**src/design/dma_defines.svh**
```systemverilog
`ifndef DMA_DEFINES_SVH
`define DMA_DEFINES_SVH

// ========================================
// Bus widths
// ========================================
`define DMA_S_ADDR_W 5                      // Register port covers 8 words
`define DMA_S_DATA_W 32
`define DMA_M_ADDR_W 64                     // Full 64-bit host address on the master side

// ========================================
// Burst geometry
// ========================================
// A burst may not cross a 4 KiB boundary, so one block is the largest burst there is
`define DMA_BLOCK_BYTES     4096
`define DMA_BEAT_BYTES      64              // 512-bit read data bus
`define DMA_BEATS_PER_BURST (`DMA_BLOCK_BYTES / `DMA_BEAT_BYTES)

// ========================================
// Register map, as word indices
// ========================================
`define DMA_REG_SRC_H    3'd0               // Upper half of the source address
`define DMA_REG_SRC_L    3'd1               // Lower half of the source address
`define DMA_REG_COUNT    3'd2               // Number of 4 KiB blocks to fetch
`define DMA_REG_CTL_STAT 3'd3               // Write starts a run, read gives busy and error

// Read data for an offset that decodes to nothing
`define DMA_BAD_REG_DATA 32'h0DEC0DE0

`endif

```
**src/design/axil_pkg.sv**
```systemverilog
`include "dma_defines.svh"

package axil_pkg;

    // Response codes on the register port and on the read master
    typedef enum logic [1:0] {
        OKAY   = 2'b00,
        SLVERR = 2'b10
    } axil_resp_t;

    // Word index taken from the byte address, low two bits dropped
    typedef logic [`DMA_S_ADDR_W-3:0] reg_index_t;

    // One register access as handed from the bus port to the register file
    typedef struct packed {
        logic                     write;    // High for a write, low for a read
        reg_index_t               index;
        logic [`DMA_S_DATA_W-1:0] wdata;    // Only meaningful on writes
    } reg_access_t;

    // Answer of the register file to one access
    typedef struct packed {
        logic [`DMA_S_DATA_W-1:0] rdata;
        axil_resp_t               resp;
    } reg_reply_t;

endpackage

```
**src/design/dma_pkg.sv**
```systemverilog
`include "dma_defines.svh"

package dma_pkg;

    // Byte address on the AXI4 read master
    typedef logic [`DMA_M_ADDR_W-1:0] m_addr_t;

    // Everything the engine needs for one run, latched when the run starts
    typedef struct packed {
        m_addr_t                  src;      // Address of the first block
        logic [`DMA_S_DATA_W-1:0] count;    // Blocks to fetch, zero means nothing to do
    } dma_cmd_t;

    // Error sits above busy so the struct lines up with the CTL_STAT read layout
    typedef struct packed {
        logic error;                        // Sticky until the next start
        logic busy;
    } dma_status_t;

endpackage

```
**src/design/axil_slave_port.sv**
```systemverilog
`timescale 1ns/1ps
`include "dma_defines.svh"

module axil_slave_port (
    input  logic                     AXI_ACLK,
    input  logic                     AXI_ARESETN,
    input  logic [`DMA_S_ADDR_W-1:0] s_axi_awaddr,
    input  logic                     s_axi_awvalid,
    output logic                     s_axi_awready,
    input  logic [`DMA_S_DATA_W-1:0] s_axi_wdata,
    input  logic                     s_axi_wvalid,
    output logic                     s_axi_wready,
    output axil_pkg::axil_resp_t     s_axi_bresp,
    output logic                     s_axi_bvalid,
    input  logic                     s_axi_bready,
    input  logic [`DMA_S_ADDR_W-1:0] s_axi_araddr,
    input  logic                     s_axi_arvalid,
    output logic                     s_axi_arready,
    output logic [`DMA_S_DATA_W-1:0] s_axi_rdata,
    output axil_pkg::axil_resp_t     s_axi_rresp,
    output logic                     s_axi_rvalid,
    input  logic                     s_axi_rready,
    output axil_pkg::reg_access_t    access,
    output logic                     access_start,
    input  axil_pkg::reg_reply_t     reply,
    input  logic                     reply_done
);
    import axil_pkg::*;

    typedef enum logic [1:0] {ST_IDLE, ST_WAIT, ST_RESP} state_t;

    state_t                   state;
    logic                     cur_read;     // Access in flight came from the read channel
    logic                     ar_full;      // A read address is held
    logic                     aw_full;      // A write address is held
    logic                     w_full;       // Write data is held
    reg_index_t               ar_index;
    reg_index_t               aw_index;
    logic [`DMA_S_DATA_W-1:0] w_data;
    reg_reply_t               reply_q;      // Held until the master takes R or B

    logic ar_hs;
    logic aw_hs;
    logic w_hs;
    logic r_hs;
    logic b_hs;

    assign ar_hs = s_axi_arvalid & s_axi_arready;
    assign aw_hs = s_axi_awvalid & s_axi_awready;
    assign w_hs  = s_axi_wvalid & s_axi_wready;
    assign r_hs  = s_axi_rvalid & s_axi_rready;
    assign b_hs  = s_axi_bvalid & s_axi_bready;

    // Each channel is ready exactly while its holding slot is empty
    assign s_axi_arready = ~ar_full;
    assign s_axi_awready = ~aw_full;
    assign s_axi_wready  = ~w_full;

    // Reads and writes are serialized, so one reply register serves both channels
    assign s_axi_rdata = reply_q.rdata;
    assign s_axi_rresp = reply_q.resp;
    assign s_axi_bresp = reply_q.resp;

    // ========================================
    // Address, data and reply capture
    // ========================================
    always_ff @(posedge AXI_ACLK) begin
        if (ar_hs) begin
            ar_index <= s_axi_araddr[`DMA_S_ADDR_W-1:2];    // Byte address to word index
        end
        if (aw_hs) begin
            aw_index <= s_axi_awaddr[`DMA_S_ADDR_W-1:2];
        end
        if (w_hs) begin
            w_data <= s_axi_wdata;
        end
        // Access is built in the same edge that raises access_start
        if (state == ST_IDLE) begin
            if (ar_full) begin
                access <= '{write: 1'b0, index: ar_index, wdata: w_data};
            end else begin
                access <= '{write: 1'b1, index: aw_index, wdata: w_data};
            end
        end
        if (state == ST_WAIT && reply_done) begin
            reply_q <= reply;
        end
    end

    // ========================================
    // Channel control FSM
    // ========================================
    always_ff @(posedge AXI_ACLK) begin
        if (!AXI_ARESETN) begin
            state        <= ST_IDLE;
            cur_read     <= 1'b0;
            ar_full      <= 1'b0;
            aw_full      <= 1'b0;
            w_full       <= 1'b0;
            access_start <= 1'b0;
            s_axi_rvalid <= 1'b0;
            s_axi_bvalid <= 1'b0;
        end else begin
            access_start <= 1'b0;                           // One-cycle pulse
            if (ar_hs) ar_full <= 1'b1;
            if (aw_hs) aw_full <= 1'b1;                     // AW and W may land in either order
            if (w_hs)  w_full  <= 1'b1;

            case (state)
                // A pending read always wins over a complete write
                ST_IDLE: if (ar_full || (aw_full && w_full)) begin
                    access_start <= 1'b1;
                    cur_read     <= ar_full;
                    state        <= ST_WAIT;
                end

                // Register file answers one cycle after access_start
                ST_WAIT: if (reply_done) begin
                    s_axi_rvalid <= cur_read;
                    s_axi_bvalid <= ~cur_read;
                    state        <= ST_RESP;
                end

                ST_RESP: if (r_hs) begin
                    s_axi_rvalid <= 1'b0;
                    ar_full      <= 1'b0;                   // ARREADY rises again
                    state        <= ST_IDLE;
                end else if (b_hs) begin
                    s_axi_bvalid <= 1'b0;
                    aw_full      <= 1'b0;
                    w_full       <= 1'b0;
                    state        <= ST_IDLE;
                end

                default: state <= ST_IDLE;
            endcase
        end
    end

endmodule

```
**src/design/dma_regs.sv**
```systemverilog
`timescale 1ns/1ps
`include "dma_defines.svh"

module dma_regs (
    input  logic                  AXI_ACLK,
    input  logic                  AXI_ARESETN,
    input  axil_pkg::reg_access_t access,
    input  logic                  access_start,
    output axil_pkg::reg_reply_t  reply,
    output logic                  reply_done,
    output dma_pkg::dma_cmd_t     cmd,
    output logic                  start,
    input  dma_pkg::dma_status_t  status
);
    import axil_pkg::*;

    logic [`DMA_S_DATA_W-1:0] rd_data;
    axil_resp_t               rd_resp;

    // ========================================
    // Offset decode
    // ========================================
    // Writes go through the same decode so they pick up the right response
    always_comb begin
        rd_data = '0;
        rd_resp = OKAY;
        case (access.index)
            `DMA_REG_SRC_H:    rd_data = cmd.src[`DMA_M_ADDR_W-1:`DMA_S_DATA_W];
            `DMA_REG_SRC_L:    rd_data = cmd.src[`DMA_S_DATA_W-1:0];
            `DMA_REG_COUNT:    rd_data = cmd.count;
            `DMA_REG_CTL_STAT: begin
                rd_data = {{(`DMA_S_DATA_W-$bits(status)){1'b0}}, status};
                // Engine is mid-run, so a new start is refused
                if (access.write && status.busy) begin
                    rd_resp = SLVERR;
                end
            end
            default: begin
                rd_data = `DMA_BAD_REG_DATA;
                rd_resp = SLVERR;
            end
        endcase
    end

    // ========================================
    // Register storage and start control
    // ========================================
    always_ff @(posedge AXI_ACLK) begin
        if (!AXI_ARESETN) begin
            cmd        <= '0;
            start      <= 1'b0;
            reply_done <= 1'b0;
        end else begin
            reply_done <= access_start;                     // Always exactly one cycle later
            start      <= 1'b0;
            if (access_start && access.write) begin
                case (access.index)
                    `DMA_REG_SRC_H:    cmd.src[`DMA_M_ADDR_W-1:`DMA_S_DATA_W] <= access.wdata;
                    `DMA_REG_SRC_L:    cmd.src[`DMA_S_DATA_W-1:0] <= access.wdata;
                    `DMA_REG_COUNT:    cmd.count <= access.wdata;
                    `DMA_REG_CTL_STAT: start <= ~status.busy;    // Data value is ignored
                    default: ;
                endcase
            end
        end
    end

    always_ff @(posedge AXI_ACLK) begin
        if (access_start) begin
            reply <= '{rdata: rd_data, resp: rd_resp};
        end
    end

endmodule

```
**src/design/dma_read_engine.sv**
```systemverilog
`timescale 1ns/1ps
`include "dma_defines.svh"

module dma_read_engine (
    input  logic                 AXI_ACLK,
    input  logic                 AXI_ARESETN,
    input  dma_pkg::dma_cmd_t    cmd,
    input  logic                 start,
    output dma_pkg::dma_status_t status,
    output dma_pkg::m_addr_t     m_axi_araddr,
    output logic                 m_axi_arvalid,
    input  logic                 m_axi_arready,
    input  logic                 m_axi_rvalid,
    input  axil_pkg::axil_resp_t m_axi_rresp,
    input  logic                 m_axi_rlast,
    output logic                 m_axi_rready
);
    import axil_pkg::*;
    import dma_pkg::*;

    localparam m_addr_t BLOCK_STEP = m_addr_t'(`DMA_BLOCK_BYTES);

    typedef enum logic [1:0] {ST_IDLE, ST_ADDR, ST_DATA} state_t;

    state_t                   state;
    logic [`DMA_S_DATA_W-1:0] blocks_left;  // Includes the burst in flight
    logic                     beat_hs;
    logic                     last_hs;

    assign beat_hs = m_axi_rvalid & m_axi_rready;
    assign last_hs = beat_hs & m_axi_rlast;     // End of the current burst

    // ========================================
    // Burst sequencer
    // ========================================
    always_ff @(posedge AXI_ACLK) begin
        if (!AXI_ARESETN) begin
            state         <= ST_IDLE;
            m_axi_arvalid <= 1'b0;
            m_axi_rready  <= 1'b0;
            status        <= '0;
        end else begin
            case (state)
                ST_IDLE: if (start) begin
                    status.error <= 1'b0;                   // Error is per run
                    // A zero count is accepted but moves nothing
                    if (cmd.count != '0) begin
                        m_axi_arvalid <= 1'b1;
                        status.busy   <= 1'b1;
                        state         <= ST_ADDR;
                    end
                end

                // ARVALID holds until the interconnect takes the address
                ST_ADDR: if (m_axi_arready) begin
                    m_axi_arvalid <= 1'b0;
                    m_axi_rready  <= 1'b1;
                    state         <= ST_DATA;
                end

                // Read data itself is discarded and only the response is watched
                ST_DATA: begin
                    if (beat_hs && m_axi_rresp != OKAY) begin
                        status.error <= 1'b1;
                    end
                    if (last_hs) begin
                        m_axi_rready <= 1'b0;
                        if (blocks_left == 1) begin
                            status.busy <= 1'b0;
                            state       <= ST_IDLE;
                        end else begin
                            m_axi_arvalid <= 1'b1;          // Next burst right after RLAST
                            state         <= ST_ADDR;
                        end
                    end
                end

                default: state <= ST_IDLE;
            endcase
        end
    end

    // Command is latched at start, so later register writes wait for the next run
    always_ff @(posedge AXI_ACLK) begin
        if (state == ST_IDLE && start) begin
            m_axi_araddr <= cmd.src;
            blocks_left  <= cmd.count;
        end else if (state == ST_DATA && last_hs) begin
            m_axi_araddr <= m_axi_araddr + BLOCK_STEP;
            blocks_left  <= blocks_left - 1;
        end
    end

endmodule

```
**src/design/h2c_dma.sv**
```systemverilog
`timescale 1ns/1ps
`include "dma_defines.svh"

module h2c_dma (
    input  logic                     AXI_ACLK,
    input  logic                     AXI_ARESETN,
    // ========================================
    // AXI4-Lite register port
    // ========================================
    input  logic [`DMA_S_ADDR_W-1:0] s_axi_awaddr,
    input  logic                     s_axi_awvalid,
    output logic                     s_axi_awready,
    input  logic [`DMA_S_DATA_W-1:0] s_axi_wdata,
    input  logic                     s_axi_wvalid,
    output logic                     s_axi_wready,
    output axil_pkg::axil_resp_t     s_axi_bresp,
    output logic                     s_axi_bvalid,
    input  logic                     s_axi_bready,
    input  logic [`DMA_S_ADDR_W-1:0] s_axi_araddr,
    input  logic                     s_axi_arvalid,
    output logic                     s_axi_arready,
    output logic [`DMA_S_DATA_W-1:0] s_axi_rdata,
    output axil_pkg::axil_resp_t     s_axi_rresp,
    output logic                     s_axi_rvalid,
    input  logic                     s_axi_rready,
    // ========================================
    // AXI4 read master, sidebands tied outside
    // ========================================
    output dma_pkg::m_addr_t         m_axi_araddr,
    output logic                     m_axi_arvalid,
    input  logic                     m_axi_arready,
    input  logic                     m_axi_rvalid,
    input  axil_pkg::axil_resp_t     m_axi_rresp,
    input  logic                     m_axi_rlast,
    output logic                     m_axi_rready
);
    import axil_pkg::*;
    import dma_pkg::*;

    reg_access_t access;                    // Port to register file
    logic        access_start;
    reg_reply_t  reply;
    logic        reply_done;
    dma_cmd_t    cmd;                       // Register file to engine
    logic        start;
    dma_status_t status;

    axil_slave_port i_slave_port (
        .AXI_ACLK      (AXI_ACLK),
        .AXI_ARESETN   (AXI_ARESETN),
        .s_axi_awaddr  (s_axi_awaddr),
        .s_axi_awvalid (s_axi_awvalid),
        .s_axi_awready (s_axi_awready),
        .s_axi_wdata   (s_axi_wdata),
        .s_axi_wvalid  (s_axi_wvalid),
        .s_axi_wready  (s_axi_wready),
        .s_axi_bresp   (s_axi_bresp),
        .s_axi_bvalid  (s_axi_bvalid),
        .s_axi_bready  (s_axi_bready),
        .s_axi_araddr  (s_axi_araddr),
        .s_axi_arvalid (s_axi_arvalid),
        .s_axi_arready (s_axi_arready),
        .s_axi_rdata   (s_axi_rdata),
        .s_axi_rresp   (s_axi_rresp),
        .s_axi_rvalid  (s_axi_rvalid),
        .s_axi_rready  (s_axi_rready),
        .access        (access),
        .access_start  (access_start),
        .reply         (reply),
        .reply_done    (reply_done)
    );

    dma_regs i_regs (
        .AXI_ACLK     (AXI_ACLK),
        .AXI_ARESETN  (AXI_ARESETN),
        .access       (access),
        .access_start (access_start),
        .reply        (reply),
        .reply_done   (reply_done),
        .cmd          (cmd),
        .start        (start),
        .status       (status)
    );

    dma_read_engine i_engine (
        .AXI_ACLK      (AXI_ACLK),
        .AXI_ARESETN   (AXI_ARESETN),
        .cmd           (cmd),
        .start         (start),
        .status        (status),
        .m_axi_araddr  (m_axi_araddr),
        .m_axi_arvalid (m_axi_arvalid),
        .m_axi_arready (m_axi_arready),
        .m_axi_rvalid  (m_axi_rvalid),
        .m_axi_rresp   (m_axi_rresp),
        .m_axi_rlast   (m_axi_rlast),
        .m_axi_rready  (m_axi_rready)
    );

endmodule

```
**config.mk**
```make
export PLATFORM = sky130hd
export DESIGN_NAME = h2c_dma
export DESIGN_NICKNAME = d
export VERILOG_FILES = /design/src/design/axil_pkg.sv /design/src/design/dma_pkg.sv /design/src/design/axil_slave_port.sv /design/src/design/dma_regs.sv /design/src/design/dma_read_engine.sv /design/src/design/h2c_dma.sv
export VERILOG_INCLUDE_DIRS = /design/src /design/src/design
export SDC_FILE = /design/constraint.sdc
export NUM_CORES = 1
export LEC_CHECK = 0
export ABC_AREA = 0
export BUFFER_PORTS_ARGS = -buffer_cell sky130_fd_sc_hd__buf_2
export CAP_MARGIN = 20
export CORE_MARGIN = 2
export CORE_UTILIZATION = 59
export CTS_CLUSTER_DIAMETER = 60
export DETAILED_ROUTE_END_ITERATION = 16
export PLACE_DENSITY = 0.92
export SLEW_MARGIN = 20
export SYNTH_ARGS = -nofsm -noshare
export SYNTH_HDL_FRONTEND = slang
export SYNTH_HIERARCHICAL = 1
export SYNTH_SLANG_ARGS = --single-unit
```
**constraint.sdc**
```tcl
create_clock -name AXI_ACLK -period 8.51 [get_ports AXI_ACLK]
set_clock_uncertainty 0.15 [all_clocks]
set_input_delay 0.4255 -clock AXI_ACLK [delete_from_list [all_inputs] [get_ports AXI_ACLK]]
set_output_delay 0.4255 -clock AXI_ACLK [all_outputs]
set_load 0.005 [all_outputs]
```
== After elaboration in Yosys (flattened, before gate mapping) ==
Cells that the tools add are included.

* Flip-flop bits (word level): 351
* Input port bits: 54
* Output and inout port bits: 107
* Word-level logic and storage cells: 150

* $add $sub $neg: 2
* Equal/unequal tests: 21
* Mux-type cells: 52
* Bitwise gates (word level): 12
* Reduce and logical (&&, ||, !) cells: 33

{| class="wikitable"
|+ Operator list
! cell !! count
|-
| 64-bit two-way mux || 2
|-
| 32-bit case mux with 4 select lines || 1
|-
| 64-bit by 13-bit adder with 64-bit output (second input constant) || 1
|-
| 32-bit two-way mux || 2
|-
| 36-bit two-way mux || 1
|-
| 32-bit by 1-bit equality test with 1-bit output (second input constant) || 1
|-
| 32-bit nonzero test || 1
|-
| 32-bit by 1-bit subtractor with 32-bit output (second input constant) || 1
|-
| 1-bit two-way mux || 28
|-
| 2-bit two-way mux || 10
|-
| 3-bit AND reduction || 5
|-
| 2-bit by 1-bit inequality test with 1-bit output (second input constant) || 7
|-
| 2-bit case mux with 3 select lines || 2
|-
| 2-bit inequality test (second input constant) || 5
|-
| 2-bit AND reduction || 5
|-
| 2-bit nonzero test || 5
|-
| 2-bit case mux with 2 select lines || 2
|-
| 4-bit AND reduction || 2
|-
| 1-bit AND || 7
|-
| 1-bit logical AND || 7
|-
| 3-bit by 2-bit equality test with 1-bit output (second input constant) || 2
|-
| 1-bit case mux with 2 select lines || 3
|-
| 6-bit AND reduction || 1
|-
| 1-bit NOT || 5
|-
| other kinds (11) || 14
|}

== Longest topological paths before layout ==
* Word-level depth: 6
* Depth in mapped cells: 7
* Gate-level depth less buffers: 7

== Hierarchy ==
Netlist, hierarchy kept.

{| class="wikitable"
|+ Modules (own cells, without submodules)
! module !! times used !! cells each !! area an instance (um^2) !! sequential area each (um^2)
|-
| dma_read_engine || 1 || 644 || 6153.4 || 3002.9
|-
| dma_regs || 1 || 500 || 5395.2 || 2952.8
|-
| axil_slave_port || 1 || 159 || 3698.5 || 3423.3
|}

== Least setup slack after synthesis ==
Ideal clock, no wire load.

* Kind: input to register
* Start: in m_axi_rlast
* End: reg i_engine.m_axi_arvalid
* Setup time: 96 ps
* Data arrival time: 7538 ps
* Data required time: 8264 ps
* Slack: 726 ps
* Stages on the path: 5
* Path buffers: 0
* Cells stage by stage: nand3_1 > o21ai_0 > o31a_1 > nor2_1 > nor4b_1

* Word-level cells in the longest chain between the ends: 3

{| class="wikitable"
|+ Ends and longest elaborated chain
! element !! line !! source
|-
| start: declaration || h2c_dma.sv:34 || <nowiki>input logic m_axi_rlast,</nowiki>
|-
| 1-bit AND || dma_read_engine.sv:31 || <nowiki>assign last_hs = beat_hs & m_axi_rlast;</nowiki>
|-
| 2-bit by 1-bit inequality test with 1-bit output (no source line) || n/a ||
|-
| 6-bit AND reduction (no source line) || n/a ||
|-
| end signal: assignment || dma_read_engine.sv:39 || <nowiki>m_axi_arvalid <= 1'b0;</nowiki>
|-
| end signal: assignment || dma_read_engine.sv:48 || <nowiki>m_axi_arvalid <= 1'b1;</nowiki>
|-
| end signal: assignment || dma_read_engine.sv:56 || <nowiki>m_axi_arvalid <= 1'b0;</nowiki>
|-
| end: declaration || dma_read_engine.sv:11 || <nowiki>output logic m_axi_arvalid,</nowiki>
|}

Every way passes these cells.
A chain may end at the register's enable or synchronous reset.

== Worst setup path in the final report ==
* Start: reg i_regs.start
* End: reg i_engine.m_axi_arvalid

* Word-level cells in the longest chain between the ends: 2

{| class="wikitable"
|+ Ends and longest elaborated chain
! element !! line !! source
|-
| start: declaration || dma_regs.sv:12 || <nowiki>output logic start,</nowiki>
|-
| start signal: assignment || dma_regs.sv:61 || <nowiki>`DMA_REG_CTL_STAT: start <= ~status.busy;</nowiki>
|-
| 2-bit inequality test (no source line) || n/a ||
|-
| 6-bit AND reduction (no source line) || n/a ||
|}

Every way passes these cells.

==> impl_metrics.py <==
metrics = {
    "status": {
        "status": "complete, but fails checks",
        "violations": "negative hold slack",
    },
    "worst_setup_path": {
        "r2r_slack_ns": 4.85,
        "path_class": "flip-flop to flip-flop",
        "worstSetupEndpoint": "i_engine/m_axi_arvalid",
        "startpoint": "i_regs/start",
        "crit-reg2reg-launch": "i_regs/start",
        "critPathArrivalTime_ns": 3.92,
        "cpPeakStageDelay_ns": 0.63,
        "required_ns": 8.77,
        "path_common_cell": "buf_4",
        "ff2ff_path_depth": 8,
        "path_cells": "or3b_2 -> buf_4 -> o21ai_4 -> buf_4 -> buf_4 -> o31a_1 -> nor2_1 -> nor4b_1",
        "r2r_end": "i_engine/m_axi_arvalid",
        "critPathSlowestCell": "buf_4",
        "cp-end-kind": "flip-flop",
        "critPathLaunchType": "flip-flop",
        "cp_max_fo": 48,
    },
    "timing": {
        "tightest_slew_ns": 1.04,
        "fin_crit_ns": 3.66,
        "fmax_ghz": 0.273,
        "rsz0062_at_grt": "no",
        "whs_ns": -0.00474,
        "finalHoldViolCount": 1,
        "tns_ns": 0,
        "finalSetupViolCount": 0,
        "finalCritPeriodShare": 0.431,
        "maxSlewHeadroom": 0.306,
        "drv_slew": 0,
    },
    "drt": {
        "drt-met1-wl_um": 15200,
        "dr_wl_met2_um": 20400,
        "avgViaCountPerCell": 6.33,
        "routed_wl_um": 42300,
        "dr_wl_met3_um": 4340,
        "avgRoutedWirePerCell_um": 23.1,
        "drt_first_pass_iters": 8,
        "drc": 0,
        "top_layer": "met4",
        "vias": 11600,
        "drt_iter0_markers": 1543,
        "ant_nets": 0,
    },
    "logic_synthesis": {
        "synth.most_common_cell": "nand2_1",
        "synthCells": 1303,
        "synthTopCellsByCount": "nand2_1, edfxtp_1, mux2i_1",
        "synth_area_per_cell_um2": 11.7,
        "syn_nets": 1360,
        "synth_ff_type": "edfxtp_1",
        "synth_top_area_frac": 0.467,
        "synth.distinct_cells": 68,
        "synth_area_leaders": "edfxtp_1, dfxtp_1, mux2i_1",
        "ys_ff_latch": 350,
        "yosysWarnings": 6,
        "synth_top_area_cell": "edfxtp_1",
        "synthesis.area_um2": 15200,
        "synthArstFlopShare": 0,
        "ys_seq_area_frac": 0.615,
        "synth_edf_count": 237,
    },
    "clocking": {
        "clock_sinks": 350,
        "cts-root-buf": "clkbuf_16",
        "clkTransAtPathRegs_ns": 0.07,
        "cts_setup_buffers": 0,
        "htreeDepth": 2,
        "insertion_delay_ns": 0.53,
        "cts_tree": "yes",
        "cts_made_buffers": 34,
        "cts_max_path_buffers": 3,
    },
    "floorplan": {
        "die_y_um": 165,
        "dieArea_um2": 27100,
        "die-width_um": 165,
        "num_rows": 58,
        "coreArea_um2": 25300,
        "start_util": 0.604,
        "io_pins": 161,
    },
    "placement": {
        "hpwl_um": 26100,
        "dp_cells": 1727,
        "io_buffers": 156,
        "gp_congestion": 0.894,
    },
    "power": {
        "pwr-share-clk": 0.417,
        "internal-power_w": 0.00279,
        "seq_power_share": 0.530,
        "swShare": 0.227,
        "vdd_drop_max_mv": 0.256,
        "p_leak_nw": 6.51,
        "pwr-share-comb": 0.053,
        "power_density_nw_per_um2": 204,
        "p_sw_w": 0.000820,
    },
    "grt": {
        "grt_usage": 0.314,
        "grt_pass1_vias": 11200,
        "grt_max_degree": 114,
        "grt_antenna_before_repair": 0,
        "grt_pass1_wl_um": 64200,
        "grt-ovfl-total": 0,
    },
    "cells_and_area": {
        "final_cells": 1828,
        "fin_nets": 1529,
        "drive_gt1_frac": 0.174,
        "antennaDiodeCount": 0,
        "syn2layout_area_growth_pct": 16.2,
        "nFillCells": 1621,
    },
    "worst_hold_path": {
        "hold_path.class": "input port to flip-flop",
    },
    "flow_run": {
        "maxCapViolCount": 0,
    },
}
[power groups by stage]
stage / Combinational (W) / Sequential (W) / Clock (W)
after floorplan: 0.000108 / 0.00193 / 0
after global placement: 0.000162 / 0.00194 / 0
after detailed placement: 0.000169 / 0.00194 / 0
after CTS: 0.000184 / 0.00191 / 0.00151
after global routing: 0.000202 / 0.00191 / 0.00157
final: 0.000192 / 0.00191 / 0.00150
[critical path, delay by kind of cell, from the launching register on]
kind                   cells  cell delay (ns)
AO/OA/AOI/OAI              2             0.47
flip-flops                 1             0.59
buffers and inverters      3             1.43
AND/OR/NAND/NOR            3             0.83
[registers in the layout, summed over array words and instances, names as in the netlist, 2 cells and up]
register and flops:
i_engine/status 2, i_slave_port/aw_index 3, i_engine/m_axi_araddr 64, i_regs/cmd 96, i_slave_port/ar_index 3, i_slave_port/s_axi_bresp 2, i_engine/state 2, i_slave_port/state 2
i_slave_port/w_data 32, i_engine/blocks_left 32, i_regs/reply 33, i_slave_port/access 36, i_slave_port/s_axi_rdata 32
[stage by stage]
step                       util  cell area, um^2  setup slack, ns  power [W]
after floorplan               -            15200            0.726    0.00204
after CTS                 0.701            17700             4.91    0.00360
after global routing      0.702            17700             4.69    0.00369
after global placement    0.642            16200             5.05    0.00210
after detailed placement  0.642            16200             4.92    0.00211
final                     0.702            17700             4.85    0.00361
[logic make-up (layout without fill, tap and decap cells)]
| logic type | Yosys count | in the layout | synth area share |
|---|---|---|---|
| xor gates and xnor gates | 55 | 55 | 0.0316 |
| buffers and inverters | 92 | 287 | 0.0288 |
| muxes | 142 | 142 | 0.0952 |
| DFF | 350 | 350 | 0.615 |
| other | 1 | 1 | 0.000246 |
| and+or+nand+nor | 513 | 513 | 0.167 |
| AOI/OAI and AO/OA | 147 | 147 | 0.0593 |
| adders and majority gates | 3 | 3 | 0.00246 |
[layer usage]
layer	GRT usage	vias up
li1	-	5077
met1	0.394	5546
met2	0.520	822
met3	0.0593	135
met4	0.164	0
met5	0	-
[cell type report]
type	count	area [um^2]	area share
multi-input cells	861	5460	0.308
well taps	330	413	0.0233
repair buffers	213	1310	0.0741
inverters	12	47.5	0.00268
clock buffers	44	928	0.0524
flip-flops and latches	350	9380	0.529
clock inverters	18	175	0.00989
[worst min-delay path by stage]
stage,start,to,slack [ns],cells past startpoint
finish,s_axi_wvalid,i_slave_port/w_full,-0.005,3
global route,s_axi_wvalid,i_slave_port/w_full,0.01,3
CTS,s_axi_wvalid,i_slave_port/w_full,0.02,3
detailed placement,i_slave_port/w_data[11],i_slave_port/access[11],0.25,0
global placement,i_slave_port/w_data[6],i_slave_port/access[6],0.25,0
floorplan,i_slave_port/w_data[0],i_slave_port/access[0],0.25,0
[layout by cell type (no fill, tap or decap), types with 21 or more instances in the layout]
cell type and instances:
nand2_1 241, edfxtp_1 237, buf_2 155, mux2i_1 136
dfxtp_1 113, nor2_1 60, o21ai_0 54, dlygate4sd3_1 39
nand3_1 36, clkbuf_16 34, xnor2_1 30, nand4_1 25
xor2_1 25, a21oi_1 25, nor3_1 21, nor4_1 21
[repair_timing]
| item | CTS | global route |
|---|---|---|
| hold buffers | 39 | 0 |
| endpoints found under the hold margin | 39 | 0 |
| gates resized for setup | 0 | 0 |
| endpoints found under the setup margin | 0 | 0 |
Power figures use the tool's default switching activity.
